File: src/common/spiPkg.sv
/* Widths, the CSR address map and shared types of the two-channel SPI master.
   Offsets are byte addresses inside the block; only the low 8 bits reach the read mux. */

package spiPkg;

	// --------------------------------------------------
	// Bus and address map
	// --------------------------------------------------
	localparam int pBusWidth       = 32;
	localparam int pBlockAdrsWidth = 8;		// Block select field
	localparam int pCsrAdrsWidth   = 16;	// Offset field compared on writes
	localparam int pCsrActiveWidth = 8;		// Offset bits seen by read mux
	localparam int pWriteBit       = 30;	// Address bit marking a write
	localparam int pDivWidth       = 16;

	localparam logic [pBlockAdrsWidth-1:0] pAdrsMap = 8'h03;	// Sits in address bits 23:16

	typedef logic [pBusWidth-1:0]     busWordT;
	typedef logic [pDivWidth-1:0]     divT;
	typedef logic [7:0]               byteT;
	typedef logic [pCsrAdrsWidth-1:0] csrOfsT;

	// --------------------------------------------------
	// Register offsets
	// --------------------------------------------------
	// Main channel control
	localparam csrOfsT pRegMainEn    = 16'h0000;
	localparam csrOfsT pRegMainDiv   = 16'h0004;
	localparam csrOfsT pRegMainWd    = 16'h0008;
	localparam csrOfsT pRegMainCs    = 16'h000c;

	// Flash channel control
	localparam csrOfsT pRegFlashEn   = 16'h0010;
	localparam csrOfsT pRegFlashDiv  = 16'h0014;
	localparam csrOfsT pRegFlashWd   = 16'h0018;
	localparam csrOfsT pRegFlashCs   = 16'h001c;

	// Status
	localparam csrOfsT pRegMainRd    = 16'h0080;
	localparam csrOfsT pRegFlashRd   = 16'h0084;
	localparam csrOfsT pRegFlashIntr = 16'h0088;	// Sticky, write clears

	// Byte engine FSM
	typedef enum logic [1:0]
	{
		stIdle,
		stShift,
		stDone
	} engStateT;

endpackage

File: src/common/spiChanIf.sv
/* Control and status of one SPI channel between the CSR block and a byte engine.
   en is a request held until intr; cs bypasses the engine. */
`timescale 1ns/1ps

interface spiChanIf;

	// Control, driven by the CSR block
	logic            en;	// Start request
	spiPkg::divT     div;	// SCLK half-period minus one
	spiPkg::byteT    wd;	// Byte to send
	logic            cs;	// Chip select, software controlled

	// Status, driven by the engine
	spiPkg::byteT    rd;	// Last received byte
	logic            intr;	// One-cycle done pulse

	modport csr
	(
		output en, div, wd, cs,
		input  rd, intr
	);

	modport engine
	(
		input  en, div, wd,
		output rd, intr
	);

endinterface

File: src/spi/spiByteEngine.sv
/* One-byte SPI mode-0 shifter, MSB first. Half-period is div+1 clocks; a new byte
   starts only after en has dropped following the done pulse. */
`timescale 1ns/1ps

module spiByteEngine
(
	input  logic     iSCLK,
	input  logic     iSRST,
	spiChanIf.engine chan,
	output logic     sclk,
	output logic     mosi,
	input  logic     miso
);

	spiPkg::engStateT state;
	spiPkg::divT      divCnt;	// Clocks spent in current half-period
	logic [2:0]       bitCnt;	// Falling edges seen
	spiPkg::byteT     shiftReg;	// Tx out of the top, rx in at the bottom
	logic             misoBit;	// Sampled on rising edge
	logic             halfDone;

	// Compare as >= so a div lowered mid-byte cannot stall the counter
	assign halfDone = (divCnt >= chan.div);
	assign mosi     = shiftReg[7];

	// --------------------------------------------------
	// FSM and shift path
	// --------------------------------------------------
	always_ff @(posedge iSCLK)
	begin
		if (iSRST)
		begin
			state     <= spiPkg::stIdle;
			sclk      <= 1'b0;
			divCnt    <= '0;
			bitCnt    <= '0;
			shiftReg  <= '0;
			misoBit   <= 1'b0;
			chan.rd   <= '0;
			chan.intr <= 1'b0;
		end
		else
		begin
			chan.intr <= 1'b0;	// Pulse only
			case (state)
				spiPkg::stIdle:
				begin
					if (chan.en)
					begin
						shiftReg <= chan.wd;	// MSB on mosi before first rise
						divCnt   <= '0;
						bitCnt   <= '0;
						sclk     <= 1'b0;
						state    <= spiPkg::stShift;
					end
				end

				spiPkg::stShift:
				begin
					if (halfDone)
					begin
						divCnt <= '0;
						sclk   <= ~sclk;
						if (!sclk)
						begin
							misoBit <= miso;	// Rising edge
						end
						else
						begin
							// Falling edge, next bit out
							shiftReg <= {shiftReg[6:0], misoBit};
							bitCnt   <= bitCnt + 3'd1;
							if (bitCnt == 3'd7)
							begin
								chan.rd   <= {shiftReg[6:0], misoBit};
								chan.intr <= 1'b1;
								state     <= spiPkg::stDone;
							end
						end
					end
					else
					begin
						divCnt <= divCnt + spiPkg::divT'(1);
					end
				end

				spiPkg::stDone:
				begin
					// Hold until the CSR block drops the request
					if (!chan.en)
						state <= spiPkg::stIdle;
				end

				default:
				begin
					state <= spiPkg::stIdle;
				end
			endcase
		end
	end

endmodule

File: src/spi/spiCsr.sv
/* CSRs for the main and flash SPI channels. Writes need address bit 30 and a block match;
   read data is registered and shows one cycle after the address, unmapped offsets read 0. */
`timescale 1ns/1ps

module spiCsr
(
	input  logic            iSCLK,
	input  logic            iSRST,
	input  spiPkg::busWordT usiAdrs,
	input  spiPkg::busWordT usiWd,
	output spiPkg::busWordT usiRd,
	spiChanIf.csr           mainChan,
	spiChanIf.csr           flashChan
);

	// --------------------------------------------------
	// Write decode
	// --------------------------------------------------
	logic           blockHit;
	spiPkg::csrOfsT wrOfs;
	spiPkg::csrOfsT rdOfs;

	logic weMainEn;
	logic weMainDiv;
	logic weMainWd;
	logic weMainCs;
	logic weFlashEn;
	logic weFlashDiv;
	logic weFlashWd;
	logic weFlashCs;
	logic weFlashIntr;

	always_comb
	begin
		blockHit = usiAdrs[spiPkg::pWriteBit]
			&& (usiAdrs[spiPkg::pBlockAdrsWidth+spiPkg::pCsrAdrsWidth-1:spiPkg::pCsrAdrsWidth]
				== spiPkg::pAdrsMap);
		wrOfs = usiAdrs[spiPkg::pCsrAdrsWidth-1:0];
		rdOfs = spiPkg::csrOfsT'(usiAdrs[spiPkg::pCsrActiveWidth-1:0]);	// Read ignores block

		weMainEn    = blockHit && (wrOfs == spiPkg::pRegMainEn);
		weMainDiv   = blockHit && (wrOfs == spiPkg::pRegMainDiv);
		weMainWd    = blockHit && (wrOfs == spiPkg::pRegMainWd);
		weMainCs    = blockHit && (wrOfs == spiPkg::pRegMainCs);
		weFlashEn   = blockHit && (wrOfs == spiPkg::pRegFlashEn);
		weFlashDiv  = blockHit && (wrOfs == spiPkg::pRegFlashDiv);
		weFlashWd   = blockHit && (wrOfs == spiPkg::pRegFlashWd);
		weFlashCs   = blockHit && (wrOfs == spiPkg::pRegFlashCs);
		weFlashIntr = blockHit && (wrOfs == spiPkg::pRegFlashIntr);
	end

	// --------------------------------------------------
	// Channel registers and status capture
	// --------------------------------------------------
	logic         mainEn;
	spiPkg::divT  mainDiv;
	spiPkg::byteT mainWd;
	logic         mainCs;
	logic         flashEn;
	spiPkg::divT  flashDiv;
	spiPkg::byteT flashWd;
	logic         flashCs;
	spiPkg::byteT mainRd;
	spiPkg::byteT flashRd;
	logic         flashIntrFlag;

	always_ff @(posedge iSCLK)
	begin
		if (iSRST)
		begin
			mainEn        <= 1'b0;
			mainDiv       <= '1;	// Slowest SCLK
			mainWd        <= '0;
			mainCs        <= 1'b1;	// Deselected
			flashEn       <= 1'b0;
			flashDiv      <= '1;
			flashWd       <= '0;
			flashCs       <= 1'b1;
			mainRd        <= '0;
			flashRd       <= '0;
			flashIntrFlag <= 1'b0;
		end
		else
		begin
			// Done pulse drops the request, even against a write
			if (mainChan.intr)
				mainEn <= 1'b0;
			else if (weMainEn)
				mainEn <= usiWd[0];

			if (flashChan.intr)
				flashEn <= 1'b0;
			else if (weFlashEn)
				flashEn <= usiWd[0];

			if (weMainDiv)  mainDiv  <= usiWd[spiPkg::pDivWidth-1:0];
			if (weMainWd)   mainWd   <= usiWd[7:0];
			if (weMainCs)   mainCs   <= usiWd[0];
			if (weFlashDiv) flashDiv <= usiWd[spiPkg::pDivWidth-1:0];
			if (weFlashWd)  flashWd  <= usiWd[7:0];
			if (weFlashCs)  flashCs  <= usiWd[0];

			mainRd <= mainChan.rd;	// Engine holds rd between bytes

			if (flashChan.intr)
				flashRd <= flashChan.rd;

			// Set beats clear
			if (flashChan.intr)
				flashIntrFlag <= 1'b1;
			else if (weFlashIntr)
				flashIntrFlag <= 1'b0;
		end
	end

	assign mainChan.en   = mainEn;
	assign mainChan.div  = mainDiv;
	assign mainChan.wd   = mainWd;
	assign mainChan.cs   = mainCs;
	assign flashChan.en  = flashEn;
	assign flashChan.div = flashDiv;
	assign flashChan.wd  = flashWd;
	assign flashChan.cs  = flashCs;

	// --------------------------------------------------
	// Read mux
	// --------------------------------------------------
	always_ff @(posedge iSCLK)
	begin
		case (rdOfs)
			spiPkg::pRegMainEn:    usiRd <= spiPkg::busWordT'(mainEn);
			spiPkg::pRegMainDiv:   usiRd <= spiPkg::busWordT'(mainDiv);
			spiPkg::pRegMainWd:    usiRd <= spiPkg::busWordT'(mainWd);
			spiPkg::pRegMainCs:    usiRd <= spiPkg::busWordT'(mainCs);
			spiPkg::pRegFlashEn:   usiRd <= spiPkg::busWordT'(flashEn);
			spiPkg::pRegFlashDiv:  usiRd <= spiPkg::busWordT'(flashDiv);
			spiPkg::pRegFlashWd:   usiRd <= spiPkg::busWordT'(flashWd);
			spiPkg::pRegFlashCs:   usiRd <= spiPkg::busWordT'(flashCs);
			spiPkg::pRegMainRd:    usiRd <= spiPkg::busWordT'(mainRd);
			spiPkg::pRegFlashRd:   usiRd <= spiPkg::busWordT'(flashRd);
			spiPkg::pRegFlashIntr: usiRd <= spiPkg::busWordT'(flashIntrFlag);
			default:               usiRd <= '0;	// Unmapped
		endcase
	end

endmodule

File: src/verilog/spiTop.sv
/* Two-channel SPI master on the simple CSR bus. Chip selects come straight from the
   CS registers; the engines only drive SCLK and MOSI. */
`timescale 1ns/1ps

module spiTop
(
	input  logic            iSCLK,
	input  logic            iSRST,
	// CSR bus
	input  spiPkg::busWordT usiAdrs,
	input  spiPkg::busWordT usiWd,
	output spiPkg::busWordT usiRd,
	// General SPI devices
	output logic            mainSclk,
	output logic            mainMosi,
	output logic            mainCs,
	input  logic            mainMiso,
	// Serial flash
	output logic            flashSclk,
	output logic            flashMosi,
	output logic            flashCs,
	input  logic            flashMiso
);

	spiChanIf mainChan ();
	spiChanIf flashChan ();

	// --------------------------------------------------
	// CSR block
	// --------------------------------------------------
	spiCsr csr_i
	(
		.iSCLK     (iSCLK),
		.iSRST     (iSRST),
		.usiAdrs   (usiAdrs),
		.usiWd     (usiWd),
		.usiRd     (usiRd),
		.mainChan  (mainChan.csr),
		.flashChan (flashChan.csr)
	);

	// --------------------------------------------------
	// Byte engines
	// --------------------------------------------------
	spiByteEngine mainEng_i
	(
		.iSCLK (iSCLK),
		.iSRST (iSRST),
		.chan  (mainChan.engine),
		.sclk  (mainSclk),
		.mosi  (mainMosi),
		.miso  (mainMiso)
	);

	spiByteEngine flashEng_i
	(
		.iSCLK (iSCLK),
		.iSRST (iSRST),
		.chan  (flashChan.engine),
		.sclk  (flashSclk),
		.mosi  (flashMosi),
		.miso  (flashMiso)
	);

	assign mainCs  = mainChan.cs;	// Software chip select
	assign flashCs = flashChan.cs;

endmodule
File: config.mk
export PLATFORM = sky130hd
export DESIGN_NAME = spiTop
export DESIGN_NICKNAME = d
export VERILOG_FILES = /design/src/common/spiPkg.sv /design/src/common/spiChanIf.sv /design/src/spi/spiByteEngine.sv /design/src/spi/spiCsr.sv /design/src/verilog/spiTop.sv
export SDC_FILE = /design/constraint.sdc
export NUM_CORES = 1
export LEC_CHECK = 0
export BUFFER_PORTS_ARGS = -buffer_cell sky130_fd_sc_hd__buf_4
export CORE_ASPECT_RATIO = 0.6
export CORE_MARGIN = 2
export CORE_UTILIZATION = 46
export CTS_CLUSTER_DIAMETER = 40
export DETAILED_ROUTE_END_ITERATION = 8
export PLACE_DENSITY = 0.7
export SYNTH_ARGS = -nofsm -noshare
export SYNTH_HDL_FRONTEND = slang
export SYNTH_SLANG_ARGS = --single-unit
File: constraint.sdc
create_clock -name iSCLK -period 4.6 [get_ports iSCLK]
set_input_delay 0.46 -clock iSCLK [delete_from_list [all_inputs] [get_ports iSCLK]]
set_output_delay 0.46 -clock iSCLK [all_outputs]
set_load 0.005 [all_outputs]
# After elaboration in Yosys (flattened, before gate mapping)
# Index checks and enable logic that the tools add are counted.
[classes]
mux = 45
order_cmp = 2
bitwise = 6
addsub = 4
eq_ne = 35
n_reduce_logical = 33
[op_table]
columns = ["cell", "count"]
rows = [
  ["16-bit case mux with 11 select lines", 1],
  ["16-bit by 5-bit equality test with 1-bit output, second input constant", 4],
  ["16-bit 2-to-1 mux", 4],
  ["16-bit case mux with 2 select lines", 2],
  ["8-bit 2-to-1 mux", 6],
  ["16-bit by 1-bit adder with 16-bit output, second input constant", 2],
  ["16-bit by 4-bit equality test with 1-bit output, second input constant", 2],
  ["8-bit by 5-bit equality test with 1-bit output, second input constant", 4],
  ["16-bit greater-or-equal comparator", 2],
  ["16-bit zero test", 2],
  ["8-bit case mux with 2 select lines", 2],
  ["8-bit equality test, second input constant", 3],
  ["2-bit 2-to-1 mux", 10],
  ["3-bit 2-to-1 mux", 6],
  ["16-bit by 3-bit equality test with 1-bit output, second input constant", 1],
  ["16-bit by 8-bit equality test with 1-bit output, second input constant", 1],
  ["8-bit by 4-bit equality test with 1-bit output, second input constant", 2],
  ["4-bit AND reduction", 4],
  ["2-bit by 1-bit != test with 1-bit output, second input constant", 6],
  ["2-bit case mux with 3 select lines", 2],
  ["3-bit case mux with 2 select lines", 2],
  ["3-bit AND reduction", 4],
  ["1-bit logical AND", 10],
  ["5-bit AND reduction", 2],
  ["other kinds (15)", 41],
]
[word_totals]
regBits = 165
out_inout_bits = 38

# Longest topological paths before layout
# Gate-level depths: netlist (run 1).
[depth]
word_depth = 5
depth_mapped = 10
ltp_nobuf = 8

# By module
# A second synthesis (run 1) with hierarchy kept.
[hier_totals]
cells_unflattened = 881
area_unflattened_um2 = 7931.4
[modules_own_cells]
columns = ["mod", "n_inst", "cells_each", "seq_area_each_um2", "area_each_um2"]
rows = [
  ["spiCsr", 1, 395, 1701.6, 3712.3],
  ["spiByteEngine at flashEng_i", 1, 251, 800.8, 2139.6],
  ["spiByteEngine at mainEng_i", 1, 235, 800.8, 2079.5],
]

# Worst setup path before layout (run 1)
# No wires, ideal clock.
[synth_timing]
kind = "flip-flop to flip-flop"
startpoint = "register csr_i.flashDiv[14] (netlist: csr_i.flashChan.div[14])"
endpoint = "register flashEng_i.divCnt[4]"
slack_ns = 2.118
t_required_ns = 4.480
arrival_time_ns = 2.362
period_less_slack_ns = 2.482
n_path_buf = 1
path_stages_with_launch = 10
cell_sequence = "dfxtp_1 inv_1 ha_1 nand4_1 or4_1 o32a_1 and3_1 buf_6 and3_1 a211o_1"
[synth_via]
elab_chain_cells = 3
[synth_rtl]
columns = ["item", "line", "rtl"]
rows = [
  ["from (decl)", "spiCsr.sv:60", "spiPkg::divT flashDiv;"],
  ["from (signal assigned)", "spiCsr.sv:99", "if (weFlashDiv) flashDiv <= usiWd[spiPkg::pDivWidth-1:0];"],
  ["16-bit greater-or-equal comparator", "spiByteEngine.sv:23", "assign halfDone = (divCnt >= chan.div);"],
  ["16-bit 2-to-1 mux", "spiByteEngine.sv:60", "if (halfDone)"],
  ["16-bit case mux with 2 select lines", "spiByteEngine.sv:45", "case (state)"],
  ["to (signal assigned)", "spiByteEngine.sv:83", "divCnt <= divCnt + spiPkg::divT'(1);"],
  ["to (decl)", "spiByteEngine.sv:16", "spiPkg::divT divCnt;"],
]
# Every way passes these cells.
# A chain may end at the register's enable or synchronous reset.

# Worst setup path after layout (run 1)
[layout_timing]
startpoint = "register csr_i.flashDiv[5] (netlist: csr_i.flashChan.div[5])"
endpoint = "register flashEng_i.shiftReg[1]"
[layout_via]
elab_chain_cells = 3
[layout_rtl]
columns = ["item", "line", "rtl"]
rows = [
  ["16-bit greater-or-equal comparator", "spiByteEngine.sv:23", ""],
  ["2-bit by 1-bit != test with 1-bit output (no source line)", "n/a", ""],
  ["4-bit AND reduction (no source line)", "n/a", ""],
  ["to (signal assigned)", "spiByteEngine.sv:50", "shiftReg <= chan.wd;"],
  ["to (signal assigned)", "spiByteEngine.sv:71", "shiftReg <= {shiftReg[6:0], misoBit};"],
  ["to (decl)", "spiByteEngine.sv:18", "spiPkg::byteT shiftReg;"],
]
# Every way passes these cells.

==> impl_metrics.tcl, run 1 <==
set metrics [dict create \
    path_class "register to register" \
    die_h_um 106 \
    maxSlewHeadroom_pct 17.3 \
    routedWlPerCell_um 16.5 \
    leakage_nw 3.63 \
    initial_core_util_pct 46.8 \
    postLayoutCellArea_mm2 0.00911 \
    ir_drop_uv 245 \
    num_rows 37 \
    worst_setup_path_end_kind "register" \
    worstSkewPairLatency_ps 430 \
    track_usage_pct 21.6 \
    wl_met3_um 1070 \
    synth_seq_area_share_pct 41.4 \
    cts_root_buffer "clkbuf_16" \
    dieArea_mm2 0.0184 \
    via_count 6671 \
    critPathLaunchType "register" \
    post_dp_cell_area_mm2 0.00855 \
    outcome "completed" \
    cp_max_fo 25 \
    setup_slack_ps 1390 \
    antenna_found_initial 0 \
    ys_ff_latch 165 \
    routed_wl_um 19600 \
    pin_count 106 \
    critical_path_required_ps 4940 \
    grt_max_degree 55 \
    drtIter0Drc 637 \
    core_mm2 0.0170 \
    yosysTopAreaCellShare_pct 41.4 \
    cts_buffer_depth 2 \
    fin_crit_sh_pct 69.8 \
    place_ws_ps 1400 \
    hold_viol_final 0 \
    post_cts_resized 0 \
    grt-ovfl-total 0 \
    p_per_area_mw_per_mm2 316 \
    place_congestion 0.859 \
    grt_pass1_vias 5874 \
    cts_tree "built" \
    yosysMostFrequentCell "dfxtp_1" \
    maxCapViolCount 0 \
    ctsHoldBuffers 0 \
    tightest_slew_ps 1240 \
    rsz0062_at_grt "no" \
    synth.avg_cell_area_um2 8.83 \
    route.met2.wl_um 8060 \
    ys.flop_type "dfxtp_1" \
    n_fill_cell 1603 \
    cts_setup_buffers 0 \
    route.detailed.drc 0 \
    areaGrowthSynthToFinish_pct 14.2 \
    setup_viol 0 \
    yosysUniqueCellTypes 63 \
    slew_viol_final 0 \
    cts.clk_slew.worst_paths_ps 70 \
    clock_sinks 165 \
    fin_crit_ps 3210 \
    yosys_warnings 0 \
    synth_common_cells "165 x dfxtp_1, 106 x nand2_1, 89 x nor2_1" \
    synth_edf_count 0 \
    final_nets 1052 \
    grt_first_pass_wirelength_um 31800 \
    hpwl_um 13700 \
    drive_gt1_share_pct 13.9 \
    n_antenna_cell 0 \
    cts_made_buffers 17 \
    vias_per_cell 5.60 \
    crit_arrival_ps 3550 \
    die_w_um 174 \
    netlist_top_cells_area "dfxtp_1 41%, mux2i_1 6.4%, ha_1 6.0%" \
    synthCells 903 \
    fin_cells 1192 \
    min_path_type "primary input to register" \
    io_buffers 66 \
    ant_nets 0 \
    max_freq_mhz 312 \
    tns_ps 0 \
    synth.largest_area_cell "dfxtp_1" \
    first_pass_iters 5 \
    ys_async_sr_fraction_pct 0 \
    syn_area_mm2 0.00797 \
    highest_layer "met4" \
    finalClockSkew_ps 12.0 \
    dp.cells 1161 \
    wl_met1_um 10300 \
    cts_max_level 4 \
]
## metal layers
metal	GRT usage, %	vias to the layer above
met1	33.7	3172
met4	5.04	0
met3	4.11	20
met2	30.1	158
met5	0	-
li1	-	3321
## logic make-up (layout without fill, tap and decap cells)
kind of cell	count (synthesis)	count (layout)	synth area share, %
buffers and inverters	102	142	6.01
AO/OA/AOI/OAI	190	190	17.9
flip-flops	165	165	41.4
XOR/XNOR	11	11	1.21
multiplexers	59	59	7.53
AND/OR/NAND/NOR	337	337	19.9
other	1	16	0.0470
adder cells (fa/ha/maj)	38	38	5.96
## worst paths after layout
| check | depth (start not counted) | start | end | slack (ps) |
|---|---|---|---|---|
| hold / removal | 3 | usiWd[14] | csr_i.flashChan.div[14] | 270 |
| setup reg to reg | 8 | csr_i.flashChan.div[5] | flashEng_i.shiftReg[1] | 1390 |
| hold reg to reg | 1 | mainEng_i.chan.intr | csr_i.mainChan.en | 390 |
| setup / recovery | 8 | csr_i.flashChan.div[5] | flashEng_i.shiftReg[1] | 1390 |
## cells in the final DEF (no fill, tap or decap), types with 16 or more instances in the layout
master,count
a21oi_1,18
a22oi_1,25
buf_4,73
clkbuf_16,17
conb_1,16
dfxtp_1,165
ha_1,38
inv_1,38
mux2i_1,51
nand2_1,106
nand3_1,39
nor2_1,89
nor2b_1,18
nor3_1,18
o211ai_1,32
o21ai_0,21
o22ai_1,16
## power breakdown
part / total, W / internal (W) / switching (W)
clock: 0.00137 / 0.000753 / 0.000618
sequential: 0.00143 / 0.00143 / 0.000000570
combinational: 0.0000785 / 0.0000316 / 0.0000469
total: 0.00288 / 0.00221 / 0.000666
## per-stage QoR
step | hold WS, ps | total power [W] | utilization (%)
2_1_floorplan | 373 | 0.00150 | -
3_3_place_gp | 377 | 0.00154 | 50.2
5_1_grt | 261 | 0.00296 | 53.5
6_report | 266 | 0.00288 | 53.5
3_5_place_dp | 391 | 0.00154 | 50.2
4_1_cts | 260 | 0.00289 | 53.5
## sequential cells by signal, indices dropped and copies added (netlist names), 16 cells and up
register             count
csr_i.flashChan.div     16
mainEng_i.divCnt        16
flashEng_i.divCnt       16
csr_i.mainChan.div      16
csr_i.usiRd             16
## worst max-delay path: stages, from the launching register on
cell,delay [ps]
dfxtp_1,340
inv_1,90
ha_1,310
a21oi_1,140
o21ai_0,120
a221oi_1,800
and2_1,930
nor2_1,150
a211oi_2,240
## layout make-up
class	count	area, um2	area share (%)
multi-input combinational	651	4260	46.8
clock inverter	12	125	1.37
inverter	38	143	1.57
tap	234	293	3.21
clock buffer	19	433	4.75
timing repair buffer	73	548	6.02
sequential	165	3300	36.3
No activity file was read; power rests on OpenSTA's default activity.
==> run 2, diff against run 1 <==
PLACE_DENSITY = 0.72   (was 0.7)
clock period = 2.9 ns   (was 4.6 ns; I/O delays follow)
==> impl_metrics.tcl, run 2 (synthesis results as in run 1) <==
set metrics [dict create \
    outcome "completed" \
    cts_root_buffer "clkbuf_16" \
    ctsHoldBuffers 0 \
    cp_top_family "compound AO/OA/AOI/OAI gates" \
    vias_per_cell 5.58 \
    critPathLaunchType "register" \
    critical_path_required_ps 3210 \
    cts_made_buffers 17 \
    layout_commonest_cell "dfxtp_1" \
    place_congestion 0.816 \
    io_buffers 66 \
    grt_pass1_vias 6099 \
    route.detailed.drc 0 \
    cts_buffer_depth 2 \
    layout_common_cells "165 x dfxtp_1, 105 x nand2_1, 93 x buf_4" \
    routedWlPerCell_um 16.5 \
    cts.clk_slew.worst_paths_ps 70 \
    slew_viol_final 0 \
    finalClockSkew_ps 11.0 \
    grt_first_pass_wirelength_um 32600 \
    hold_viol_final 0 \
    n_antenna_cell 0 \
    rsz0062_at_grt "no" \
    core_mm2 0.0170 \
    max_freq_mhz 360 \
    hpwl_um 14200 \
    critical_path_buf_inv_count 2 \
    antenna_found_initial 0 \
    cts_max_level 4 \
    first_pass_iters 5 \
    min_path_type "primary input to register" \
    crit_path_cell_trace "ha_1, nand2b_1, a2111oi_0, o311ai_1, a211oi_4, buf_12, nor3b_2, buf_4, mux2_2" \
    num_rows 37 \
    worst_setup_path_end_kind "register" \
    routed_wl_um 20000 \
    fin_crit_ps 2780 \
    path_class "register to register" \
    crit_arrival_ps 3090 \
    power_w 0.00460 \
    clock_sinks 165 \
    dieArea_mm2 0.0184 \
    fin_crit_sh_pct 95.8 \
    maxCapViolCount 0 \
    crit_slowest_cell "a2111oi_0" \
    areaGrowthSynthToFinish_pct 17.0 \
    drtIter0Drc 564 \
    grt-ovfl-total 0 \
    ir_drop_uv 421 \
    setup_viol 0 \
    grt_max_degree 64 \
    via_count 6775 \
    pin_count 106 \
    final_nets 1075 \
    die_h_um 106 \
    cp_max_fo 23 \
    worstSkewPairLatency_ps 430 \
    tns_ps 0 \
    ant_nets 0 \
    track_usage_pct 22.1 \
    die_w_um 174 \
    tightest_slew_ps 906 \
    max_stage_delay_ps 450 \
    initial_core_util_pct 46.8 \
    maxSlewHeadroom_pct 39.3 \
    drive_gt1_share_pct 16.2 \
    cts_tree "built" \
    p_per_area_mw_per_mm2 494 \
    leakage_nw 3.76 \
    n_fill_cell 1568 \
]
==> run 2: final timing paths <==
kind | startpoint | end | slack (ps) | cells after the start
hold / removal | usiWd[14] | csr_i.mainChan.div[14] | 90 | 3
setup reg to reg | csr_i.mainChan.div[0] | mainEng_i.chan.rd[4] | 120 | 9
hold reg to reg | mainEng_i.chan.intr | csr_i.mainChan.en | 390 | 1
setup / recovery | csr_i.mainChan.div[0] | mainEng_i.chan.rd[4] | 120 | 9
==> run 2: worst reg2reg max path, cell delays in order (launching register included) <==
cell and delay, ps:
dfxtp_1 440, ha_1 260, nand2b_1 140, a2111oi_0 450
o311ai_1 240, a211oi_4 380, buf_12 210, nor3b_2 70
buf_4 190, mux2_2 280
==> run 2: timing repair <==
item / in CTS / in global routing
resized for setup: 0 / 2
buffers inserted: 0 / 1
endpoints found under the setup margin: 0 / 17
==> run 2: power by group <==
group          internal [W]  leakage [nW]  switching [W]  total, W
combinational     0.0000511          2.17      0.0000738  0.000125
sequential          0.00227          1.33    0.000000940   0.00227
clock               0.00121         0.263       0.000998   0.00221
==> run 2: metrics by stage <==
stage / cell area [um2] / util (%) / hold slack (ps) / cells / setup slack, ps
2_1_floorplan: 8030 / - / 373 / 918 / 418
3_3_place_gp: 8740 / 51.3 / 381 / 1183 / 166
3_5_place_dp: 8740 / 51.3 / 387 / 1183 / 135
4_1_cts: 9300 / 54.6 / 84.8 / 1213 / 70.3
5_1_grt: 9330 / 54.7 / 95.8 / 1214 / 24.4
6_report: 9330 / 54.7 / 91.5 / 1214 / 122
==> run 2: layer usage <==
| layer | share of wire, % | global-route usage [%] | vias up | routed length [um] |
|---|---|---|---|---|
| met2 | 41 | 30.2 | 199 | 8160 |
| met4 | 1.1 | 4.92 | 0 | 210 |
| met3 | 5.7 | 4.33 | 20 | 1140 |
| li1 | - | - | 3376 | - |
| met5 | 0 | 0 | - | 0 |
| met1 | 52 | 35.2 | 3180 | 10500 |
==> run 2: area by class of cell <==
| type | instances | area, um2 | area share [%] |
|---|---|---|---|
| multi-input combinational | 651 | 4270 | 45.8 |
| clock inverter | 12 | 121 | 1.30 |
| timing repair buffer | 96 | 758 | 8.13 |
| sequential | 165 | 3300 | 35.4 |
| clock buffer | 18 | 439 | 4.71 |
| tap | 234 | 293 | 3.14 |
| inverter | 38 | 143 | 1.53 |
